$ cat config.mk
export PLATFORM = sky130hd
export DESIGN_NAME = div_operand_prep_flat
export DESIGN_NICKNAME = d
export VERILOG_FILES = /design/src/div_pkg.sv /design/src/div_if.sv /design/src/div_operand_prep.sv /design/src/flat_wrapper.sv
export SDC_FILE = /design/constraint.sdc
export NUM_CORES = 1
export LEC_CHECK = 0
export ABC_AREA = 1
export BUFFER_PORTS_ARGS = -buffer_cell sky130_fd_sc_hd__buf_2
export CAP_MARGIN = 25
export CELL_PAD_IN_SITES_DETAIL_PLACEMENT = 0
export CELL_PAD_IN_SITES_GLOBAL_PLACEMENT = 1
export CORE_MARGIN = 2
export CORE_UTILIZATION = 35
export CTS_CLUSTER_SIZE = 25
export DETAILED_ROUTE_END_ITERATION = 6
export GPL_ROUTABILITY_DRIVEN = 0
export GPL_TIMING_DRIVEN = 0
export PLACE_DENSITY_LB_ADDON = 0.1
export SLEW_MARGIN = 10
export SYNTH_ARGS = -nofsm -noshare
export SYNTH_HDL_FRONTEND = slang
export SYNTH_SLANG_ARGS = --single-unit
$ cat constraint.sdc
create_clock -name clk -period 1.3 [get_ports clk]
set_input_delay 0 -clock clk [delete_from_list [all_inputs] [get_ports clk]]
set_output_delay 0 -clock clk [all_outputs]
set_load 0.02 [all_outputs]
$ cat src/div_pkg.sv
package div_pkg;

    // RISC-V M-extension divide opcodes handled by the unit
    typedef enum logic [1:0] {
        DIV_S = 2'b00,
        DIV_U = 2'b01,
        REM_S = 2'b10,
        REM_U = 2'b11
    } div_op_e;

    // operand width used when the top level is not overridden
    localparam int DIV_WIDTH_DEFAULT = 32;

    // physical register tag width of the back end
    localparam int TAG_WIDTH_DEFAULT = 8;

    // the carried program counter is fixed at one word
    localparam int PC_WIDTH = 32;

endpackage

$ cat src/div_if.sv
`timescale 1ns/1ns

// one division in flight between two pipeline sections
interface div_if import div_pkg::*; #(
    parameter int WIDTH     = DIV_WIDTH_DEFAULT,
    parameter int TAG_WIDTH = TAG_WIDTH_DEFAULT
) ();

    logic                 valid;
    div_op_e              op;
    logic [TAG_WIDTH-1:0] tag;
    logic [PC_WIDTH-1:0]  pc;

    // partial remainder and the dividend that turns into the quotient
    logic [WIDTH-1:0]     rem;
    logic [WIDTH-1:0]     quo;
    logic [WIDTH-1:0]     divisor;

    // sign correction and zero-divisor handling for the last section
    logic                 neg_quo;
    logic                 neg_rem;
    logic                 div_zero;
    logic [WIDTH-1:0]     dividend_orig;

    modport source (
        output valid, op, tag, pc, rem, quo, divisor,
        output neg_quo, neg_rem, div_zero, dividend_orig
    );

    modport sink (
        input valid, op, tag, pc, rem, quo, divisor,
        input neg_quo, neg_rem, div_zero, dividend_orig
    );

endinterface

$ cat src/div_operand_prep.sv
`timescale 1ns/1ns

module div_operand_prep import div_pkg::*; #(
    parameter int WIDTH     = DIV_WIDTH_DEFAULT,
    parameter int TAG_WIDTH = TAG_WIDTH_DEFAULT
) (
    input  logic                 clk,
    input  logic                 reset,
    input  logic                 issue,
    input  logic                 flush,
    input  div_op_e              op,
    input  logic [WIDTH-1:0]     dividend,
    input  logic [WIDTH-1:0]     divisor,
    input  logic [TAG_WIDTH-1:0] tag,
    input  logic [PC_WIDTH-1:0]  pc,
    div_if.source                out
);

    logic             is_signed;
    logic             dividend_neg;
    logic             divisor_neg;
    logic [WIDTH-1:0] dividend_mag;
    logic [WIDTH-1:0] divisor_mag;

    always_comb begin
        is_signed    = (op == DIV_S) || (op == REM_S);
        dividend_neg = is_signed && dividend[WIDTH-1];
        divisor_neg  = is_signed && divisor[WIDTH-1];

        // the most negative value maps onto itself, read as unsigned magnitude
        dividend_mag = dividend_neg ? -dividend : dividend;
        divisor_mag  = divisor_neg ? -divisor : divisor;
    end

    always_ff @(posedge clk or posedge reset) begin
        if (reset) begin
            out.valid <= 1'b0;
        end else begin
            // an issue in a flush cycle is dropped
            out.valid <= issue & ~flush;
        end
    end

    always_ff @(posedge clk) begin
        if (issue) begin
            out.op            <= op;
            out.tag           <= tag;
            out.pc            <= pc;
            out.rem           <= '0;
            out.quo           <= dividend_mag;
            out.divisor       <= divisor_mag;
            out.neg_quo       <= dividend_neg ^ divisor_neg;
            out.neg_rem       <= dividend_neg;
            out.div_zero      <= (divisor == '0);
            out.dividend_orig <= dividend;
        end
    end

endmodule

$ cat src/flat_wrapper.sv
// flat-port wrapper written by rule: the top's interface ports become plain ports
module div_operand_prep_flat import div_pkg::*;
#(
    parameter int WIDTH     = DIV_WIDTH_DEFAULT,
    parameter int TAG_WIDTH = TAG_WIDTH_DEFAULT
)
  (clk, reset, issue, flush, op, dividend, divisor, tag, pc, out_valid, out_op, out_tag, out_pc, out_rem, out_quo, out_divisor, out_neg_quo, out_neg_rem, out_div_zero, out_dividend_orig);
  div_if #(.WIDTH(WIDTH), .TAG_WIDTH(TAG_WIDTH)) out_i ();
  input  logic clk;
  input  logic reset;
  input  logic issue;
  input  logic flush;
  input  div_op_e op;
  input  logic [WIDTH-1:0] dividend;
  input  logic [WIDTH-1:0] divisor;
  input  logic [TAG_WIDTH-1:0] tag;
  input  logic [PC_WIDTH-1:0] pc;
  output wire logic [$bits(out_i.valid)-1:0] out_valid;
  output wire logic [$bits(out_i.op)-1:0] out_op;
  output wire logic [$bits(out_i.tag)-1:0] out_tag;
  output wire logic [$bits(out_i.pc)-1:0] out_pc;
  output wire logic [$bits(out_i.rem)-1:0] out_rem;
  output wire logic [$bits(out_i.quo)-1:0] out_quo;
  output wire logic [$bits(out_i.divisor)-1:0] out_divisor;
  output wire logic [$bits(out_i.neg_quo)-1:0] out_neg_quo;
  output wire logic [$bits(out_i.neg_rem)-1:0] out_neg_rem;
  output wire logic [$bits(out_i.div_zero)-1:0] out_div_zero;
  output wire logic [$bits(out_i.dividend_orig)-1:0] out_dividend_orig;
  assign out_valid = out_i.valid;
  assign out_op = out_i.op;
  assign out_tag = out_i.tag;
  assign out_pc = out_i.pc;
  assign out_rem = out_i.rem;
  assign out_quo = out_i.quo;
  assign out_divisor = out_i.divisor;
  assign out_neg_quo = out_i.neg_quo;
  assign out_neg_rem = out_i.neg_rem;
  assign out_div_zero = out_i.div_zero;
  assign out_dividend_orig = out_i.dividend_orig;
  div_operand_prep #(.WIDTH(WIDTH), .TAG_WIDTH(TAG_WIDTH)) u_core (.clk(clk), .reset(reset), .issue(issue), .flush(flush), .op(op), .dividend(dividend), .divisor(divisor), .tag(tag), .pc(pc), .out(out_i));
endmodule
==> impl_metrics.json, run 1 <==
{
  "start_kind": "input pin",
  "via_per_inst": 4.39,
  "relSlewSlack": 0.652,
  "cts_sinks": 141,
  "grt_antenna_before_repair": 2,
  "cp.arrival_ns": 1.44,
  "crit_type": "in -> reg",
  "worstPathCellList": "dlygate4sd3_1 > buf_2 > nor2_1 > nand2_1 > nor2_1 > nand3_1 > nand2_1 > nand2_1 > nand2_1 > nand2_1",
  "cp_top_family": "simple AND/OR/NAND/NOR gates",
  "dp_hpwl_um": 13500,
  "layout_commonest_cell": "buf_2",
  "die_w_um": 142,
  "wire_per_inst_um": 14.5,
  "drtAntennaViolNets": 0,
  "wirelength_um": 18400,
  "diodes": 0,
  "yosysUniqueCellTypes": 35,
  "layout_common_cells": "248 x buf_2, 142 x nand2_1, 140 x edfxtp_1, 109 x dlygate4sd3_1, 56 x nor2_1",
  "clk_path_buf_depth": 2,
  "power_density_nw_per_um2": 1270,
  "cts_buffers": 17,
  "chipHeight_um": 142,
  "cts_tree": "done",
  "dp.cells": 1129,
  "first_global_vias": 5500,
  "die_area_um2": 20200,
  "hold_path.class": "in -> reg",
  "rsz0062_at_grt": "yes",
  "status": "completed",
  "fin_nets": 1134,
  "grt_pass1_wl_um": 28100,
  "vias": 5568,
  "start_util": 0.358,
  "drtIter0Drc": 276,
  "cts_root_buffer": "clkbuf_16",
  "port_buffers": 251,
  "row_count": 50,
  "crit_required_ns": 1.48,
  "fin_util": 0.544,
  "leakage_nw": 4.58,
  "dr.pass1.iters": 5,
  "io_pins": 284,
  "cp_slowest_stage_delay_ns": 0.53,
  "netlist_instances": 612,
  "drc": 0,
  "htreeDepth": 4,
  "period_share": 0.968,
  "core-area_um2": 18700,
  "finalNonFillerCells": 1269,
  "worstMarginPinSlew_ns": 0.523,
  "gr-total-overflow": 0,
  "slowest_stage": "dlygate4sd3_1",
  "drive_gt1_frac": 0.385,
  "syn-mean-instance-area_um2": 10.9,
  "cp_common_cell": "nand2_1",
  "synthToLayoutAreaGrowth_pct": 52.2,
  "ys_seq_area_frac": 0.632,
  "multi_input_comb_area_um2": 2150,
  "track_usage": 0.182,
  "ys_ff_latch": 141,
  "fin_setup_tns_ns": 0,
  "clk_pin_slew_ns": 0.07,
  "peakVddDrop_uv": 787,
  "end_kind": "flip-flop",
  "drv_cap": 0,
  "timing.hold.ws_ns": 0.0153,
  "final-max-slew-violation-count": 0,
  "setup_viol_count_final": 0,
  "cp_max_fo": 4,
  "syn-cell-area_um2": 6690,
  "post-route-min-period_ns": 1.26,
  "clock.fmax_ghz": 0.794,
  "seqCellArea_um2": 4230,
  "yosys_warnings": 0,
  "path_buf_inv": 2,
  "nFillCells": 1701,
  "grt_max_degree": 96,
  "hold_viol": 0
}
-- final timing paths --
kind	slack [ns]	startpoint	cells after the start	to
min in group asynchronous	0.52	reset	4	u_core.out.valid$_DFF_PP0_
worst min-delay path	0.02	issue	1	u_core.out.divisor[20]$_DFFE_PP_
max in group asynchronous	0.69	reset	4	u_core.out.valid$_DFF_PP0_
worst max-delay path	0.04	divisor[16]	10	u_core.out.divisor[29]$_DFFE_PP_
-- stage by stage --
step | area (um2) | power [mW] | setup WS, ns
finish | 10200 | 13.0 | 0.0410
global route | 10200 | 13.5 | -0.0394
floorplan | 6810 | 6.90 | 0.234
CTS | 10100 | 13.1 | 0.0114
detailed placement | 8390 | 7.77 | -0.117
global placement | 8360 | 7.76 | -1.37
-- routing by layer --
metal	part of all wire	wire [um]	GRT usage	vias up
met5	0.00076	14	0	-
met4	0.029	544	0.0821	2
met3	0.053	980	0.0384	38
met2	0.52	9570	0.324	183
met1	0.40	7330	0.210	2549
li1	-	-	-	2796
-- logic make-up after synthesis --
family | Yosys count | synth area share
DFF | 141 | 0.632
AOI/OAI and AO/OA | 22 | 0.0206
other | 1 | 0.000560
and+or+nand+nor | 315 | 0.223
adders and majority gates | 2 | 0.00374
buffers and inverters | 99 | 0.0780
xor gates and xnor gates | 32 | 0.0419
-- power by group --
| group | internal (mW) | switching, mW | total [mW] | leakage [nW] |
|---|---|---|---|---|
| Sequential | 5.48 | 0.0997 | 5.58 | 1.38 |
| Clock | 2.95 | 2.06 | 5.01 | 0.296 |
| Combinational | 0.908 | 1.46 | 2.37 | 2.90 |
| Total | 9.34 | 3.62 | 13.0 | 4.58 |
-- final cells by class --
class,count,share of cell area
plain buffers,37,0.0274
clock buffers,18,0.0431
clock inverters,14,0.0168
inverters,62,0.0238
multi-input cells,403,0.211
flip-flops and latches,141,0.415
well taps,234,0.0288
repair buffers,360,0.234
-- what timing repair did --
item,in CTS,in global routing
hold endpoints to repair,131,0
endpoints found under the setup margin,0,21
buffers inserted,0,2
gates resized for setup,0,34
hold buffers,109,0
-- Yosys cell counts (all sizes together) --
cell	instances	area, um2
nand2	161	658
edfxtp	140	4200
nor2	95	508
inv	61	239
nand3	46	240
buf	37	279
xor2	19	166
o21ai	18	113
xnor2	13	114
nand4	7	50.1
nor3	3	15.0
a21oi	2	10.0
ha	2	25.0
nand3b	2	15.0
o211ai	2	15.0
clkinv	1	3.75
conb	1	3.75
dfrtp	1	25.0
nor3b	1	7.51
-- state kept, by name (all words and copies together), names as in the netlist --
name                      count
u_core.out.valid              1
u_core.out.divisor           32
u_core.out.pc                32
u_core.out.neg_rem            1
u_core.out.neg_quo            1
u_core.out.tag                8
u_core.out.op                 2
u_core.out.dividend_orig     32
u_core.out.div_zero           1
u_core.out.quo               31
No activity file was read; power rests on OpenSTA's default activity.
==> inputs of run 2 (changes only) <==
Settings changed: CTS_BUF_LIST from default to sky130_fd_sc_hd__clkbuf_8.
==> impl_metrics.json, run 2 (same netlist as run 1, synthesis figures left out) <==
{
  "cp.arrival_ns": 1.48,
  "io_pins": 284,
  "vias": 5588,
  "hold_viol": 8,
  "drc": 0,
  "finalNonFillerCells": 1286,
  "first_global_vias": 5481,
  "top_layer_used": "met4",
  "reg.largest.list": "u_core.out.dividend_orig: 32 flops, u_core.out.divisor: 32 flops, u_core.out.pc: 32 flops",
  "setup_viol_count_final": 0,
  "status": "finished with violations",
  "seqCellArea_um2": 4230,
  "cts_root_buffer": "clkbuf_8",
  "fin_util": 0.546,
  "placed_area_um2": 8390,
  "diodes": 0,
  "wl_met3_um": 888,
  "cp_max_fo": 4,
  "start_util": 0.358,
  "pre_cts_slack_ns": -0.117,
  "drtIter0Drc": 258,
  "chipHeight_um": 142,
  "rsz0062_at_grt": "yes",
  "worstMarginPinSlew_ns": 0.525,
  "cts_buffers": 17,
  "htreeDepth": 4,
  "via_per_inst": 4.35,
  "grt_pass1_wl_um": 28100,
  "relSlewSlack": 0.650,
  "period_share": 0.984,
  "end_kind": "flip-flop",
  "cts_sinks": 141,
  "dp.cells": 1129,
  "drv_cap": 0,
  "dp_hpwl_um": 13500,
  "port_buffers": 251,
  "crit_required_ns": 1.50,
  "wl_met1_um": 7520,
  "grt_antenna_before_repair": 0,
  "hold_path.class": "in -> reg",
  "timing.hold.ws_ns": -0.0167,
  "gr-total-overflow": 0,
  "wire_per_inst_um": 14.5,
  "fin_nets": 1151,
  "nFillCells": 1678,
  "track_usage": 0.181,
  "drive_gt1_frac": 0.396,
  "grt_max_degree": 96,
  "final_area_um2": 10200,
  "clk_pin_slew_ns": 0.09,
  "fin_ws_ns": 0.0211,
  "layout_common_cells": "246 x buf_2, 142 x nand2_1, 140 x edfxtp_1, 109 x dlygate4sd3_1, 52 x inv_1",
  "final-max-slew-violation-count": 0,
  "finalPower_mw": 11.7,
  "fin_setup_tns_ns": 0,
  "layout_commonest_cell": "buf_2",
  "drtAntennaViolNets": 0,
  "core-area_um2": 18700,
  "crit_type": "in -> reg",
  "start_kind": "input pin",
  "die_w_um": 142,
  "die_area_um2": 20200,
  "row_count": 50,
  "routed-wl-met2_um": 9740,
  "clock.fmax_ghz": 0.782,
  "power_density_nw_per_um2": 1150,
  "peakVddDrop_uv": 522,
  "violations": "hold timing",
  "post-route-min-period_ns": 1.28,
  "cts_tree": "done",
  "synthToLayoutAreaGrowth_pct": 52.7,
  "dr.pass1.iters": 5,
  "clk_path_buf_depth": 2,
  "wirelength_um": 18600,
  "multi_input_comb_area_um2": 2210,
  "leakage_nw": 4.61
}
[run 2: changes by cell type in the layout (fill, tap and decap cells not counted), sizes merged]
cell / previous run / this run
inv: 69 / 67
buf: 288 / 302
dlymetal6s4s: 0 / 3
clkinv: 4 / 6
[run 2: timing repair]
item,in CTS,in global routing
gates resized for setup,0,56
hold endpoints to repair,187,24
setup buffers,0,17
setup endpoints to repair,0,28
hold buffers,111,1
[run 2: worst paths after layout]
path | startpoint | to | slack (ns) | depth (start not counted)
hold / removal | issue | u_core.out.divisor[20]$_DFFE_PP_ | -0.02 | 1
max in group asynchronous | reset | u_core.out.valid$_DFF_PP0_ | 0.72 | 4
min in group asynchronous | reset | u_core.out.valid$_DFF_PP0_ | 0.49 | 4
setup / recovery | divisor[5] | u_core.out.divisor[20]$_DFFE_PP_ | 0.02 | 9
[run 2: area by class of cell]
class / count / share of cell area
Buffer: 37 / 0.0277
Clock buffer: 18 / 0.0243
Clock inverter: 14 / 0.0168
Inverter: 62 / 0.0245
Multi-Input combinational cell: 403 / 0.216
Sequential cell: 141 / 0.414
Tap cell: 234 / 0.0287
Timing Repair Buffer: 377 / 0.248
[run 2: worst max-delay path: stages]
cell and delay, ns:
dlygate4sd3_1 0.54, buf_2 0.16, nor2_4 0.11, nand2_2 0.09
nor2_8 0.18, nand2_1 0.09, nand2_2 0.10, nand2_1 0.07
xor2_1 0.15
[run 2: report_power, final]
group	switching, mW	total [mW]	internal (mW)
clock	1.90	3.73	1.83
combinational	1.48	2.43	0.950
sequential	0.101	5.58	5.48
total	3.48	11.7	8.25
[run 2: layer usage]
layer	global-route usage	vias to the layer above
met1	0.214	2551
met5	0	-
met3	0.0410	26
met2	0.321	187
met4	0.0726	0
li1	-	2824
==> inputs of run 3 (changes only) <==
Settings changed: ABC_AREA 1 to 0.
==> impl_metrics.json, run 3 <==
{
  "grt_max_degree": 78,
  "die_area_um2": 18400,
  "first_global_vias": 4955,
  "drv_cap": 0,
  "chipHeight_um": 136,
  "syn-cell-area_um2": 6080,
  "p_switching_mw": 3.05,
  "dp_hpwl_um": 11000,
  "clock.fmax_ghz": 0.762,
  "crit_required_ns": 1.47,
  "dr.pass1.iters": 4,
  "fin_ws_ns": -0.0120,
  "cts_root_buffer": "clkbuf_8",
  "peakVddDrop_uv": 559,
  "fin_nets": 943,
  "ys_seq_area_frac": 0.695,
  "io_pins": 284,
  "wl_met1_um": 6320,
  "leakage_nw": 3.99,
  "start_kind": "input pin",
  "post-synth-top-area-fraction": 0.691,
  "drc": 0,
  "intPower_mw": 8.42,
  "violations": "setup timing",
  "crit_end": "u_core.out.quo[26]$_DFFE_PP_",
  "hold_depth": 3,
  "yosysUniqueCellTypes": 44,
  "slowest_stage": "dlygate4sd3_1",
  "path_buf_inv": 4,
  "cp_slowest_stage_delay_ns": 0.60,
  "path_depth": 7,
  "period_share": 1.01,
  "status": "finished with violations",
  "drtAntennaViolNets": 0,
  "end_kind": "flip-flop",
  "rsz0062_at_grt": "no",
  "wirelength_um": 16500,
  "top_layer_used": "met4",
  "routed-wl-met2_um": 8520,
  "synth_mux_area_frac": 0,
  "async_flop_share": 0.00709,
  "reg.largest.list": "u_core.out.dividend_orig: 32 flops, u_core.out.divisor: 32 flops, u_core.out.pc: 32 flops",
  "timing.hold.ws_ns": 0.0542,
  "synth-xor-area-share": 0.0835,
  "wire_per_inst_um": 15.5,
  "startpoint": "dividend[10]",
  "clk_path_buf_depth": 2,
  "synth_compound_gate_area_share": 0.0644,
  "setup_viol_count_final": 2,
  "synthToLayoutAreaGrowth_pct": 55.5,
  "drtIter0Drc": 212,
  "wl_met3_um": 1300,
  "die_w_um": 136,
  "cts_tree": "done",
  "htreeDepth": 4,
  "cp_top_family": "buffers and inverters",
  "synth-adder-area-share": 0.00412,
  "diodes": 0,
  "grt_antenna_before_repair": 0,
  "p_sw_frac": 0.266,
  "cts_sinks": 141,
  "cp.arrival_ns": 1.49,
  "final-max-slew-violation-count": 0,
  "port_buffers": 251,
  "netlist_instances": 407,
  "layout_common_cells": "255 x buf_2, 140 x edfxtp_1, 118 x dlygate4sd3_1, 37 x buf_4, 32 x conb_1",
  "netlist_top_cells_count": "140 x edfxtp_1, 34 x buf_4, 31 x xor2_1",
  "via_per_inst": 4.51,
  "synth_top_family_by_area": "simple AND/OR/NAND/NOR gates",
  "vias": 4821,
  "clk_pin_slew_ns": 0.08,
  "power_frac_clock": 0.328,
  "yosys_warnings": 0,
  "synthSimpleGateAreaFrac": 0.0959,
  "nFillCells": 1544,
  "synth-edff-count": 140,
  "gr-total-overflow": 0,
  "core-area_um2": 17100,
  "post-route-min-period_ns": 1.31,
  "dp.cells": 915,
  "layout_commonest_cell": "buf_2",
  "yosys.area.top_type": "edfxtp_1",
  "worstPathCellList": "buf_2 > dlygate4sd3_1 > inv_2 > and4b_1 > buf_6 > a41oi_2 > xor2_1",
  "finalPower_mw": 11.5,
  "p_comb_frac": 0.186,
  "grt_pass1_wl_um": 25200,
  "synthMostInstantiatedCell": "edfxtp_1",
  "p_seq_frac": 0.485,
  "power_density_nw_per_um2": 1210,
  "cp_max_fo": 8,
  "finalNonFillerCells": 1069,
  "syn-mean-instance-area_um2": 14.9,
  "crit_type": "in -> reg",
  "relSlewSlack": 0.571,
  "fin_util": 0.552,
  "hold_path.class": "in -> reg",
  "ys_ff_latch": 141,
  "synth_area_leaders": "edfxtp_1 69%, xor2_1 4.5%, buf_4 4.2%",
  "cts_buffers": 17,
  "hold_viol": 0,
  "hp-start": "divisor[2]",
  "start_util": 0.355,
  "row_count": 48,
  "yosys_most_used_dff": "edfxtp_1",
  "drive_gt1_frac": 0.414,
  "worstMarginPinSlew_ns": 0.643,
  "track_usage": 0.178
}
==> run 3: timing repair <==
item / in CTS / in global routing
setup endpoints to repair: 1 / 16
pin swaps: 0 / 3
gates resized for setup: 0 / 5
setup buffers: 3 / 1
hold buffers: 118 / 0
hold endpoints to repair: 140 / 0
==> run 3: per-stage QoR <==
step | instance area [um2] | setup TNS [ns] | setup WS, ns
after global placement | 7770 | -219.09 | -1.44
final | 9450 | -0.0137 | -0.0120
after CTS | 9430 | 0 | 0.00419
after global routing | 9450 | 0 | 0.00132
after floorplan | 6230 | -0.944 | -0.129
after detailed placement | 7800 | -18.16 | -0.505
==> run 3: kinds of logic after synthesis <==
logic type / Yosys count
AOI/OAI and AO/OA: 55
xor gates and xnor gates: 58
adders and majority gates: 2
buffers and inverters: 55
DFF: 141
other: 1
and+or+nand+nor: 95
==> run 3: final cells by class <==
cell class | count | area [um2] | share of cell area
well taps | 225 | 282 | 0.0298
plain buffers | 43 | 300 | 0.0318
repair buffers | 374 | 2500 | 0.265
multi-input cells | 242 | 1670 | 0.176
inverters | 12 | 45.0 | 0.00477
clock buffers | 17 | 234 | 0.0248
clock inverters | 15 | 194 | 0.0205
flip-flops and latches | 141 | 4230 | 0.447
==> run 3: routing by layer <==
metal  vias to the layer above  GRT usage
met1                      2272      0.203
met5                         -          0
met2                       195      0.313
met4                         0     0.0677
met3                        26     0.0574
li1                       2328          -
==> run 3: power by group through the flow <==
stage          Combinational, mW  Clock [mW]  Sequential, mW
4_1_cts                     2.13        3.90            5.57
2_1_floorplan              0.458           0            6.22
5_1_grt                     2.29        4.10            5.60
3_5_place_dp                1.85           0            5.66
6_report                    2.14        3.76            5.56
3_3_place_gp                1.82           0            5.67
==> run 3: worst min-delay path by stage <==
stage | to | slack [ns]
final | u_core.out.divisor[3]$_DFFE_PP_ | 0.05
after global routing | u_core.out.divisor[7]$_DFFE_PP_ | 0.03
after CTS | u_core.out.div_zero$_DFFE_PP_ | 0.008
after detailed placement | u_core.out.valid$_DFF_PP0_ | -0.16
after global placement | u_core.out.valid$_DFF_PP0_ | -0.16
after floorplan | u_core.out.valid$_DFF_PP0_ | -0.27
