--- src/div_pkg.sv ---
package div_pkg;

    // RISC-V M-extension divide opcodes handled by the unit
    typedef enum logic [1:0] {
        DIV_S = 2'b00,
        DIV_U = 2'b01,
        REM_S = 2'b10,
        REM_U = 2'b11
    } div_op_e;

    // operand width used when the top level is not overridden
    localparam int DIV_WIDTH_DEFAULT = 32;

    // physical register tag width of the back end
    localparam int TAG_WIDTH_DEFAULT = 8;

    // the carried program counter is fixed at one word
    localparam int PC_WIDTH = 32;

endpackage

--- src/div_if.sv ---
`timescale 1ns/1ns

// one division in flight between two pipeline sections
interface div_if import div_pkg::*; #(
    parameter int WIDTH     = DIV_WIDTH_DEFAULT,
    parameter int TAG_WIDTH = TAG_WIDTH_DEFAULT
) ();

    logic                 valid;
    div_op_e              op;
    logic [TAG_WIDTH-1:0] tag;
    logic [PC_WIDTH-1:0]  pc;

    // partial remainder and the dividend that turns into the quotient
    logic [WIDTH-1:0]     rem;
    logic [WIDTH-1:0]     quo;
    logic [WIDTH-1:0]     divisor;

    // sign correction and zero-divisor handling for the last section
    logic                 neg_quo;
    logic                 neg_rem;
    logic                 div_zero;
    logic [WIDTH-1:0]     dividend_orig;

    modport source (
        output valid, op, tag, pc, rem, quo, divisor,
        output neg_quo, neg_rem, div_zero, dividend_orig
    );

    modport sink (
        input valid, op, tag, pc, rem, quo, divisor,
        input neg_quo, neg_rem, div_zero, dividend_orig
    );

endinterface

--- src/div_result_fixup.sv ---
`timescale 1ns/1ns

module div_result_fixup import div_pkg::*; #(
    parameter int WIDTH     = DIV_WIDTH_DEFAULT,
    parameter int TAG_WIDTH = TAG_WIDTH_DEFAULT
) (
    input  logic                 clk,
    input  logic                 reset,
    input  logic                 flush,
    div_if.sink                  in,
    output logic                 done,
    output logic [WIDTH-1:0]     result,
    output logic [TAG_WIDTH-1:0] tag_out,
    output logic [PC_WIDTH-1:0]  pc_out
);

    logic [WIDTH-1:0] quotient;
    logic [WIDTH-1:0] remainder;
    logic [WIDTH-1:0] result_next;
    logic             want_quotient;

    always_comb begin
        // a zero divisor already leaves all ones in quo, so it must not be negated
        if (in.neg_quo && !in.div_zero) begin
            quotient = -in.quo;
        end else begin
            quotient = in.quo;
        end

        if (in.div_zero) begin
            remainder = in.dividend_orig;
        end else if (in.neg_rem) begin
            remainder = -in.rem;
        end else begin
            remainder = in.rem;
        end

        // most negative by minus one needs nothing special because the magnitudes work out
        want_quotient = (in.op == DIV_S) || (in.op == DIV_U);
        result_next   = want_quotient ? quotient : remainder;
    end

    always_ff @(posedge clk or posedge reset) begin
        if (reset) begin
            done    <= 1'b0;
            result  <= '0;
            tag_out <= '0;
            pc_out  <= '0;
        end else begin
            done <= in.valid & ~flush;
            if (in.valid) begin
                result  <= result_next;
                tag_out <= in.tag;
                pc_out  <= in.pc;
            end
        end
    end

endmodule

--- src/flat_wrapper.sv ---
// flat-port wrapper written by rule: the top's interface ports become plain ports
module div_result_fixup_flat import div_pkg::*;
#(
    parameter int WIDTH     = DIV_WIDTH_DEFAULT,
    parameter int TAG_WIDTH = TAG_WIDTH_DEFAULT
)
  (clk, reset, flush, done, result, tag_out, pc_out, in_valid, in_op, in_tag, in_pc, in_rem, in_quo, in_divisor, in_neg_quo, in_neg_rem, in_div_zero, in_dividend_orig);
  div_if #(.WIDTH(WIDTH), .TAG_WIDTH(TAG_WIDTH)) in_i ();
  input  logic clk;
  input  logic reset;
  input  logic flush;
  output logic done;
  output logic [WIDTH-1:0] result;
  output logic [TAG_WIDTH-1:0] tag_out;
  output logic [PC_WIDTH-1:0] pc_out;
  input wire logic [$bits(in_i.valid)-1:0] in_valid;
  input wire logic [$bits(in_i.op)-1:0] in_op;
  input wire logic [$bits(in_i.tag)-1:0] in_tag;
  input wire logic [$bits(in_i.pc)-1:0] in_pc;
  input wire logic [$bits(in_i.rem)-1:0] in_rem;
  input wire logic [$bits(in_i.quo)-1:0] in_quo;
  input wire logic [$bits(in_i.divisor)-1:0] in_divisor;
  input wire logic [$bits(in_i.neg_quo)-1:0] in_neg_quo;
  input wire logic [$bits(in_i.neg_rem)-1:0] in_neg_rem;
  input wire logic [$bits(in_i.div_zero)-1:0] in_div_zero;
  input wire logic [$bits(in_i.dividend_orig)-1:0] in_dividend_orig;
  assign in_i.valid = in_valid;
  assign in_i.op = in_op;
  assign in_i.tag = in_tag;
  assign in_i.pc = in_pc;
  assign in_i.rem = in_rem;
  assign in_i.quo = in_quo;
  assign in_i.divisor = in_divisor;
  assign in_i.neg_quo = in_neg_quo;
  assign in_i.neg_rem = in_neg_rem;
  assign in_i.div_zero = in_div_zero;
  assign in_i.dividend_orig = in_dividend_orig;
  div_result_fixup #(.WIDTH(WIDTH), .TAG_WIDTH(TAG_WIDTH)) u_core (.clk(clk), .reset(reset), .flush(flush), .in(in_i), .done(done), .result(result), .tag_out(tag_out), .pc_out(pc_out));
endmodule
--- config.mk ---
export PLATFORM = sky130hd
export DESIGN_NAME = div_result_fixup_flat
export DESIGN_NICKNAME = d
export VERILOG_FILES = /design/src/div_pkg.sv /design/src/div_if.sv /design/src/div_result_fixup.sv /design/src/flat_wrapper.sv
export SDC_FILE = /design/constraint.sdc
export NUM_CORES = 1
export LEC_CHECK = 0
export ABC_AREA = 1
export BUFFER_PORTS_ARGS = -buffer_cell sky130_fd_sc_hd__buf_4
export CAP_MARGIN = 5
export CORE_ASPECT_RATIO = 0.6
export CORE_MARGIN = 5
export CORE_UTILIZATION = 30
export DETAILED_ROUTE_END_ITERATION = 8
export PLACE_DENSITY = 0.62
export SLEW_MARGIN = 15
export SYNTH_ARGS = -nofsm -noshare
export SYNTH_HDL_FRONTEND = slang
export SYNTH_SLANG_ARGS = --single-unit
--- constraint.sdc ---
create_clock -name clk -period 3.25 [get_ports clk]
set_input_delay 0.325 -clock clk [delete_from_list [all_inputs] [get_ports clk]]
set_output_delay 0.325 -clock clk [all_outputs]
set_load 0.02 [all_outputs]
==> key figures, run 1 <==
Global route
  • Grt ovf: 0
  • Antenna violations before repair: 0
  • Global-route wire length before repair: approximately 31000 µm
  • Vias in the first global route: slightly below 6000
  • Largest net degree at the start of global routing: 80
  • Overall routing resource usage: between 10% and 20%

Setup path
  • CP max stage delay: around 0.38 ns
  • Worst path bufs/invs: 2
  • CP arrival: between 1.5 and 2 ns
  • Worst path slowest cell: nor2_1
  • Worst-path maximum fanout: 4
  • Reg2reg path depth: 2
  • Critical path required time: about 3.5 ns
  • Crit-path cells: buf_4 > inv_1 > ha_1 > nand2_1 > nand2_1 > nand2_2 > nor2_1 > nand2_1 > nand2_1 > nand3_1 > nand2_1 > nand2_1 > nand2_1 > nand2_1
  • Worst reg2reg path startpoint: u_core.result[2]
  • Most frequent CP cell: nand2_1
  • Crit start category: input pin
  • RR Endpoint: u_core.result[2]
  • CP delay by family, top: simple AND/OR/NAND/NOR gates
  • Setup crit end kind: flip-flop
  • Critical path class: input pin to flip-flop
  • Reg2reg setup slack: 2.54 ns

Die
  • Die width: around 180 µm
  • Ports: between 200 and 300
  • Die H: 113.7 µm
  • Row count: 37
  • Die area: between 20000 and 25000 µm²
  • Initial core utilization: a little under a third
  • Core area: 17360 µm²

Pwr
  • P_int: ~2000 µW
  • Peak supply drop: approximately 0.22 mV
  • Pwr per Cell Area: roughly 410 nW/µm²
  • Combinational Power Share: a little under 30%
  • Clk pwr share: between 30% and 40%
  • Psw: approximately 990 µW
  • Reg power frac: between 30% and 40%
  • Leakage: 0.003972 µW
  • Sw Share: between 30% and 40%

Yosys
  • Area leader, netlist: dfrtp_1
  • Yosys top cell area share: 33.97%
  • Netlist cell types: 33
  • Asr flop ratio synth: 100.0%
  • Cells after Synth: between 800 and 900
  • Post-synthesis average cell area: roughly 6.1 µm²
  • Commonest cells in the synthesized netlist: nand2_1 (375), nor2_1 (137), nand3_1 (78)
  • Post-synthesis register bit count: between 70 and 80
  • Area of the mapped netlist: between 5000 and 6000 µm²
  • Most common cell in the netlist: nand2_1
  • Top FF cell, synth: dfrtp_1
  • Syn nets: 1058
  • Post-synth EDFFs: 0
  • Sequential share of the synthesized area: between 30% and 40%
  • Warnings from Yosys: 0
  • Synth area leaders: dfrtp_1 (34%), nand2_1 (26%), nor2_1 (9.6%)

Drt
  • Pre-Repair DR Iteration Count: 5
  • WL/cell: 14.90 µm
  • Via Count: a little over 6000
  • # DRC: 0
  • Vias per inst: between 4 and 5
  • Post-route antenna net violation count: 0
  • Post-Route WL: between 15000 and 20000 µm
  • First DRT Iteration DRCs: about 430

CTS
  • Reg clk slew, reported paths: approximately 0.060 ns
  • Count of hold-fix buffers inserted at cts: 0
  • TritonCTS clock tree: built
  • Clk_lat worst skew: around 0.33 ns
  • Post-cts resize count: 0
  • Clk root buf: clkbuf_16
  • Post-CTS Setup Bufs: 0
  • TritonCTS Buffers: 9
  • Longest Clk Path Bufs: 2
  • H-tree depth: 3
  • Sink Count: between 70 and 80

Timing
  • Final min period: roughly 1.7 ns
  • Slew headroom: between 30% and 40%
  • Fin. Hold Viols: 0
  • Setup TNS Final: 0 ns
  • Maximum clock rate: slightly below 0.6 GHz
  • Final period utilization: a little over half
  • Max-slew violations: 0
  • Worst clock skew: 0 ns
  • RSZ-0062 raised after global routing: false
  • Hold_ws: about 0.0054 ns
  • Setup violations, final: 0
  • Worst slew pin tran: between 0.9 and 1 ns
  • Final Worst Setup Slack: 1.525 ns

Placed design
  • Place WS: between 1 and 1.5 ns
  • Buffers on Ports: between 200 and 250
  • DP Wirelength: 15330 µm
  • GP Congestion: 0.8889

Layout
  • # fillers: around 1900
  • Register Area: 1827 µm²
  • Area growth syn-to-layout: 38.86%
  • Post-layout util: a little over two fifths
  • Share of cells above drive strength 1: 25.21%
  • Ant diodes: 0
  • # nets final: around 1300
  • Area of the multi-input gates: 3141 µm²

Min path
  • Hold Crit Class: input pin to async pin

Flow run
  • Max-Cap Viols: 0

Outcome
  • Status: complete, no violations
[cell families after synthesis]
| family | Yosys count | share of synthesized area (%) |
|---|---|---|
| AOI/OAI and AO/OA | 69 | 7.282 |
| adders and majority gates | 2 | 0.4653 |
| xor gates and xnor gates | 15 | 2.443 |
| buffers and inverters | 95 | 7.631 |
| DFF | 73 | 33.97 |
| and+or+nand+nor | 625 | 48.21 |
[routing by layer]
layer,share of wire (%),up-vias,global-route usage (%)
met5,0,-,0
met4,0.77,0,2.480
met3,11,13,6.087
met2,39,247,25.38
met1,50,2769,28.39
li1,-,3150,-
[how the worst max path moves through the flow]
stage,startpoint,end,cells past startpoint
after floorplan,reset,u_core.done,1
after global placement,in_rem[0],u_core.result[28],14
after detailed placement,in_rem[0],u_core.result[28],14
after CTS,in_rem[0],u_core.result[28],14
after global routing,in_rem[0],u_core.result[28],14
final,in_rem[0],u_core.result[28],14
[cells in the final DEF (no fill, tap or decap), types with 3 or more instances in the layout]
cell type,synthesis,routed
a31oi_1,9,9
nor2_1,137,137
nand3_2,6,6
nor2_2,4,4
o21ai_2,4,4
nand2_2,7,7
a21oi_1,18,18
nand3b_1,3,3
inv_1,54,52
nor2_4,5,5
nand2_1,375,375
xor2_1,13,13
o211ai_1,4,4
o21ai_0,30,30
nand4_1,8,8
inv_2,3,4
clkbuf_16,0,9
nand3_1,78,78
dfrtp_1,73,73
buf_4,4,221
[sequential cells by signal, indices dropped and copies added (netlist names)]
| name | count |
|---|---|
| u_core.result | 32 |
| u_core.pc_out | 32 |
| u_core.done | 1 |
| u_core.tag_out | 8 |
[metrics by stage]
step,power (µW),std cells,instance area [µm²]
3_3_place_gp,1965,1297,7141
6_report,3045,1313,7467
3_5_place_dp,1974,1297,7141
2_1_floorplan,1548,879,5378
4_1_cts,3086,1313,7467
5_1_grt,3237,1313,7467
[layout make-up]
type	count	area share (%)
tap	234	3.921
clock inverter	7	1.357
multi-input combinational	711	42.06
clock buffer	9	3.016
sequential	73	24.46
timing repair buffer	221	22.22
inverter	58	2.966
[power by group through the flow]
stage               Sequential (µW)  Clock, µW  Combinational, µW
finish                         1060       1090                893
global route                   1070       1170                992
CTS                            1060       1120                903
detailed placement             1070          0                903
global placement               1070          0                895
floorplan                      1190          0                362
No activity file was read; power rests on OpenSTA's default activity.
==> inputs of run 2 (changes only) <==
==> constraint.sdc (replaced) <==
create_clock -name clk -period 1.7 [get_ports clk]
set_input_delay 0.17 -clock clk [delete_from_list [all_inputs] [get_ports clk]]
set_output_delay 0.17 -clock clk [all_outputs]
set_load 0.02 [all_outputs]
==> run 2 against run 1 <==
  * Flip-flop and latch count unchanged
  * Highest routed layer is now met5
  * Non-clock buffer count grew 15
  * Clock power up 110%
  * Count of clock-buffer cells in the layout did not move
  * Final area increased by 2.6%
  * Clock skew unchanged
  * Global-route usage decreased by 0.084 points
  * Combinational power rose by 97%
  * Largest power group unchanged
  * Via count rose by 1.1%
==> key figures, run 2 (synthesized netlist as in run 1, its figures left out) <==
Drt
  • Vias per inst: ~4.7
  • Pre-Repair DR Iteration Count: 5
  • Via Count: roughly 6200
  • Post-Route WL: 20020 µm
  • Post-route antenna net violation count: 0
  • WL/cell: ~15 µm
  • # DRC: 0
  • First DRT Iteration DRCs: 544

Layout
  • # fillers: 1870
  • Most common cell after layout, fill and taps aside: nand2_1
  • Register Area: between 1500 and 2000 µm²
  • Final non-filler cell area: between 7000 and 8000 µm²
  • Most frequent cells in the layout: nand2_1 (375), buf_4 (230), nor2_1 (137)
  • Ant diodes: 0
  • Share of cells above drive strength 1: a little over a quarter
  • Largest regs: u_core.pc_out x32, u_core.result x32, u_core.tag_out x8
  • # nets final: 1268
  • Area growth syn-to-layout: 42.44%
  • Area of the multi-input gates: between 3000 and 4000 µm²

Timing
  • Final period utilization: a little over four fifths
  • Maximum clock rate: ~0.70 GHz
  • Fin. Hold Viols: 0
  • Slew headroom: a little over 70%
  • Setup violations, final: 0
  • Hold_ws: approximately 0.033 ns
  • Setup TNS Final: 0 ns
  • Final min period: approximately 1.4 ns
  • Worst clock skew: 0 ns
  • Max-slew violations: 0
  • Final Worst Setup Slack: 0.2717 ns
  • Worst slew pin tran: approximately 0.41 ns
  • RSZ-0062 raised after global routing: false

Global route
  • Vias in the first global route: about 5700
  • Grt ovf: 0
  • Largest net degree at the start of global routing: 80
  • Overall routing resource usage: between 10% and 20%
  • Global-route wire length before repair: 30440 µm
  • Antenna violations before repair: 1

Placed design
  • GP Congestion: between 0.9 and 1
  • DP Wirelength: approximately 16000 µm
  • Placement Cell Area: between 7000 and 8000 µm²
  • Buffers on Ports: between 200 and 250
  • Place WS: -0.002435 ns

Pwr
  • Tot Pwr: 6036 µW
  • Pwr per Cell Area: 788.0 nW/µm²
  • Peak supply drop: between 0.4 and 0.5 mV
  • Leakage: ~0.004 µW

Setup path
  • Crit start category: input pin
  • CP arrival: between 1.5 and 2 ns
  • CP delay by family, top: simple AND/OR/NAND/NOR gates
  • Worst path bufs/invs: 2
  • Critical path required time: 1.91 ns
  • CP max stage delay: ~0.22 ns
  • Worst path slowest cell: nor2_1
  • Critical path class: input pin to flip-flop
  • Worst-path maximum fanout: 5
  • Crit-path cells: buf_4 > inv_1 > ha_1 > nand2_1 > nor2_1 > nand2_1 > nand2_1 > nand2_1 > nand2_1 > nand3_1 > nand2_1 > nand2_1 > nand2_1 > nand2_1
  • Most frequent CP cell: nand2_1
  • Setup crit end kind: flip-flop

Outcome
  • Status: complete, no violations

CTS
  • Post-CTS Setup Bufs: 0
  • Sink Count: 73
  • TritonCTS Buffers: 9
  • Reg clk slew, reported paths: roughly 0.06 ns
  • H-tree depth: 3
  • Clk root buf: clkbuf_16
  • Clk_lat worst skew: about 0.33 ns
  • Longest Clk Path Bufs: 2
  • TritonCTS clock tree: built

Die
  • Die area: roughly 21000 µm²
  • Ports: between 200 and 300
  • Die width: between 150 and 200 µm
  • Row count: 37
  • Die H: between 100 and 150 µm
  • Core area: 17360 µm²
  • Initial core utilization: between 30% and 40%

Min path
  • Hold Crit Class: input pin to flip-flop

Flow run
  • Max-Cap Viols: 0
[run 2: cell types whose count changed in the layout (fill, tap and decap cells not counted)]
cell / delta
clkinvlp_4: -1
buf_4: +9
bufinv_16: +1
clkinv_4: -1
dlygate4sd3_1: +2
buf_12: +4
inv_8: +1
[run 2: cell type report]
cell class / instances / share of cell area, %
Multi-Input combinational cell: 711 / 41.00
Sequential cell: 73 / 23.85
Timing Repair Buffer: 236 / 23.85
Tap cell: 234 / 3.822
Clock buffer: 9 / 2.940
Inverter: 58 / 2.924
Clock inverter: 7 / 1.617
[run 2: path summary, 6_finish.rpt]
kind                                   start                 to  slack, ns  cells past startpoint
setup / recovery                   in_rem[0]  u_core.result[20]       0.27                     14
hold / removal                     in_pc[22]  u_core.pc_out[22]       0.03                      3
setup reg to reg            u_core.result[6]   u_core.result[6]       0.99                      1
hold reg to reg            u_core.pc_out[31]  u_core.pc_out[31]       0.47                      2
max in group asynchronous              reset  u_core.result[22]       0.87                      4
min in group asynchronous              reset  u_core.tag_out[5]       0.51                      4
[run 2: metal layers]
layer  share of wire (%)  wire, µm  GRT usage, %  vias to the layer above
met5                0.10        20             0                        -
met4                0.44        89         2.480                        2
met3                 9.0      1806         5.545                        8
met2                  39      7802         25.57                      242
met1                  51     10300         28.34                     2815
li1                    -         -             -                     3181
[run 2: timing repair]
action                                 CTS  global route
endpoints found under the hold margin   74             0
gates resized for setup                  0             0
hold buffers                             2             0
[run 2: report_power, final]
group          internal, µW  switching (µW)  total (µW)
Combinational           742            1020        1760
Sequential             1920             105        2020
Clock                  1450             798        2250
Total                  4110            1920        6040
[run 2: through the flow]
step           util [%]  instances
5_1_grt           44.12       1328
3_5_place_dp      42.00       1310
2_1_floorplan         -        879
4_1_cts           44.12       1328
6_report          44.12       1328
3_3_place_gp      42.00       1310
[run 2: worst min-delay path, cell delays in order]
cell and delay (ns):
buf_4 0.07, nand2_1 0.04, nand2_1 0.05
==> inputs of run 3 (changes only) <==
==> constraint.sdc (replaced) <==
create_clock -name clk -period 1.4 [get_ports clk]
set_input_delay 0.14 -clock clk [delete_from_list [all_inputs] [get_ports clk]]
set_output_delay 0.14 -clock clk [all_outputs]
set_load 0.02 [all_outputs]
==> run 3 against run 2 <==
  * Register-to-register slack worse by 0.29 ns
  * Final area is 4.5% higher
  * Setup slack worse by 0.15 ns
  * Die area stayed put
  * First-iteration DRC count is 5.0% lower
  * Critical path depth stayed put
  * Flip-flop and latch count stayed put
  * Combinational power is 28% higher
  * Sequential power is 22% higher
  * Final cell count is 3.5% higher
  * Critical path type unchanged
  * Largest power group is now registers
==> key figures, run 3 (synthesized netlist as in run 1, its figures left out) <==
Outcome
  • Status: complete, no violations

Placed design
  • Buffers on Ports: approximately 220
  • DP Wirelength: 16600 µm
  • Placement Cell Area: about 7600 µm²
  • GP Congestion: about 0.94
  • Place WS: -0.3119 ns

Layout
  • Ant diodes: 0
  • Most frequent cells in the layout: nand2_1 (371), buf_4 (271), nor2_1 (135)
  • Post-layout util: between 40% and 50%
  • Area growth syn-to-layout: 48.88%
  • Final non-filler cell area: 8006 µm²
  • Most common cell after layout, fill and taps aside: nand2_1
  • # nets final: around 1300
  • Largest regs: u_core.pc_out x32, u_core.result x32, u_core.tag_out x8
  • Share of cells above drive strength 1: about 29%

Setup path
  • CP arrival: around 1.5 ns
  • Most frequent CP cell: nand2_1
  • Setup crit end kind: flip-flop
  • Crit start category: input pin
  • Worst-path maximum fanout: 5
  • Worst path bufs/invs: 2
  • Crit-path cells: buf_4 > inv_1 > ha_2 > nand2_2 > nand2_1 > nand2_2 > nor2_4 > nand2_1 > nand2_1 > nand3_1 > nand2_1 > o21ai_1 > nand2_1 > nand2_1
  • Critical path class: input pin to flip-flop
  • CP max stage delay: 0.20 ns
  • CP delay by family, top: simple AND/OR/NAND/NOR gates
  • Worst path slowest cell: ha_2
  • Reg2reg setup slack: 0.70 ns
  • Critical path required time: between 1.5 and 2 ns

Drt
  • # DRC: 0
  • WL/cell: roughly 15 µm
  • Vias per inst: 4.676
  • Max Used Layer: met4
  • Post-route antenna net violation count: 0
  • Pre-Repair DR Iteration Count: 5
  • Routed wl met3: about 2200 µm
  • First DRT Iteration DRCs: roughly 520
  • Post-Route WL: between 20000 and 25000 µm
  • Via Count: approximately 6400
  • Metal-1 WL: 10180 µm
  • Metal2 WL: 7987 µm

Timing
  • Maximum clock rate: 0.7825 GHz
  • Final period utilization: roughly nine tenths
  • Max-slew violations: 0
  • Worst slew pin tran: 0.4364 ns
  • Slew headroom: approximately 71%
  • Final min period: 1.278 ns
  • Fin. Hold Viols: 0
  • Final Worst Setup Slack: approximately 0.12 ns
  • Setup violations, final: 0
  • RSZ-0062 raised after global routing: true
  • Hold_ws: 0.008545 ns
  • Worst clock skew: 0 ns

Flow run
  • Max-Cap Viols: 0

CTS
  • TritonCTS clock tree: built
  • Sink Count: 73
  • Reg clk slew, reported paths: about 0.070 ns
  • Clk root buf: clkbuf_16
  • TritonCTS Buffers: 9
  • Longest Clk Path Bufs: 2
  • H-tree depth: 3
  • Clk_lat worst skew: roughly 0.32 ns

Global route
  • Global-route wire length before repair: between 30000 and 40000 µm
  • Vias in the first global route: 6076
  • Largest net degree at the start of global routing: 46
  • Overall routing resource usage: about a fifth
  • Antenna violations before repair: 0
  • Grt ovf: 0

Pwr
  • Leakage: 0.004267 µW
  • Peak supply drop: 0.4676 mV
  • Pwr per Cell Area: between 800 and 900 nW/µm²

Die
  • Die area: around 21000 µm²
  • Die width: roughly 180 µm
  • Initial core utilization: 30.98%
  • Ports: 250
  • Row count: 37
  • Die H: about 110 µm
  • Core area: approximately 17000 µm²

Min path
  • Hold Crit Class: input pin to flip-flop
-- run 3: routing by layer --
layer | GRT usage (%) | vias to the layer above
met3 | 6.023 | 8
met5 | 0 | -
met4 | 1.935 | 0
met1 | 29.37 | 2872
met2 | 26.71 | 279
li1 | - | 3271
-- run 3: through the flow --
step	power [µW]	TNS (ns)	std cells
final	6935	0	1375
after global routing	7371	-0.05907	1375
after CTS	7012	0	1375
after detailed placement	4739	-4.699	1353
after global placement	4724	-3.649	1353
after floorplan	3594	0	879
-- run 3: path summary, 6_finish.rpt --
kind,from,endpoint,cells past startpoint
setup / recovery,in_rem[0],u_core.result[18],14
hold / removal,in_pc[22],u_core.pc_out[22],3
setup reg to reg,u_core.result[12],u_core.result[12],2
hold reg to reg,u_core.pc_out[14],u_core.pc_out[14],2
max in group asynchronous,reset,u_core.pc_out[31],4
min in group asynchronous,reset,u_core.result[2],3
-- run 3: repair_timing --
action                                  CTS  global route
endpoints found under the hold margin    18             0
hold buffers                              6             0
endpoints found under the setup margin    0            18
gates resized for setup                   0             8
setup buffers                             0             0
-- run 3: area by class of cell --
cell class	instances	area, µm²
fill	1808	9354
clock inverter	7	60.06
multi-input combinational	711	3163
timing repair buffer	283	2215
inverter	58	224.0
clock buffer	9	225.2
tap	234	292.8
sequential	73	1827
-- run 3: where the power goes --
part           total, µW  internal (µW)  switching (µW)
registers           2470           2330             141
logic               2250            987            1260
clock network       2220           1230             986
-- run 3: worst register-to-register path, delay by kind of cell, from the launching register on --
kind            cells  cell delay, ns
compound gates      1            0.05
simple gates        1            0.11
flops               1            0.43
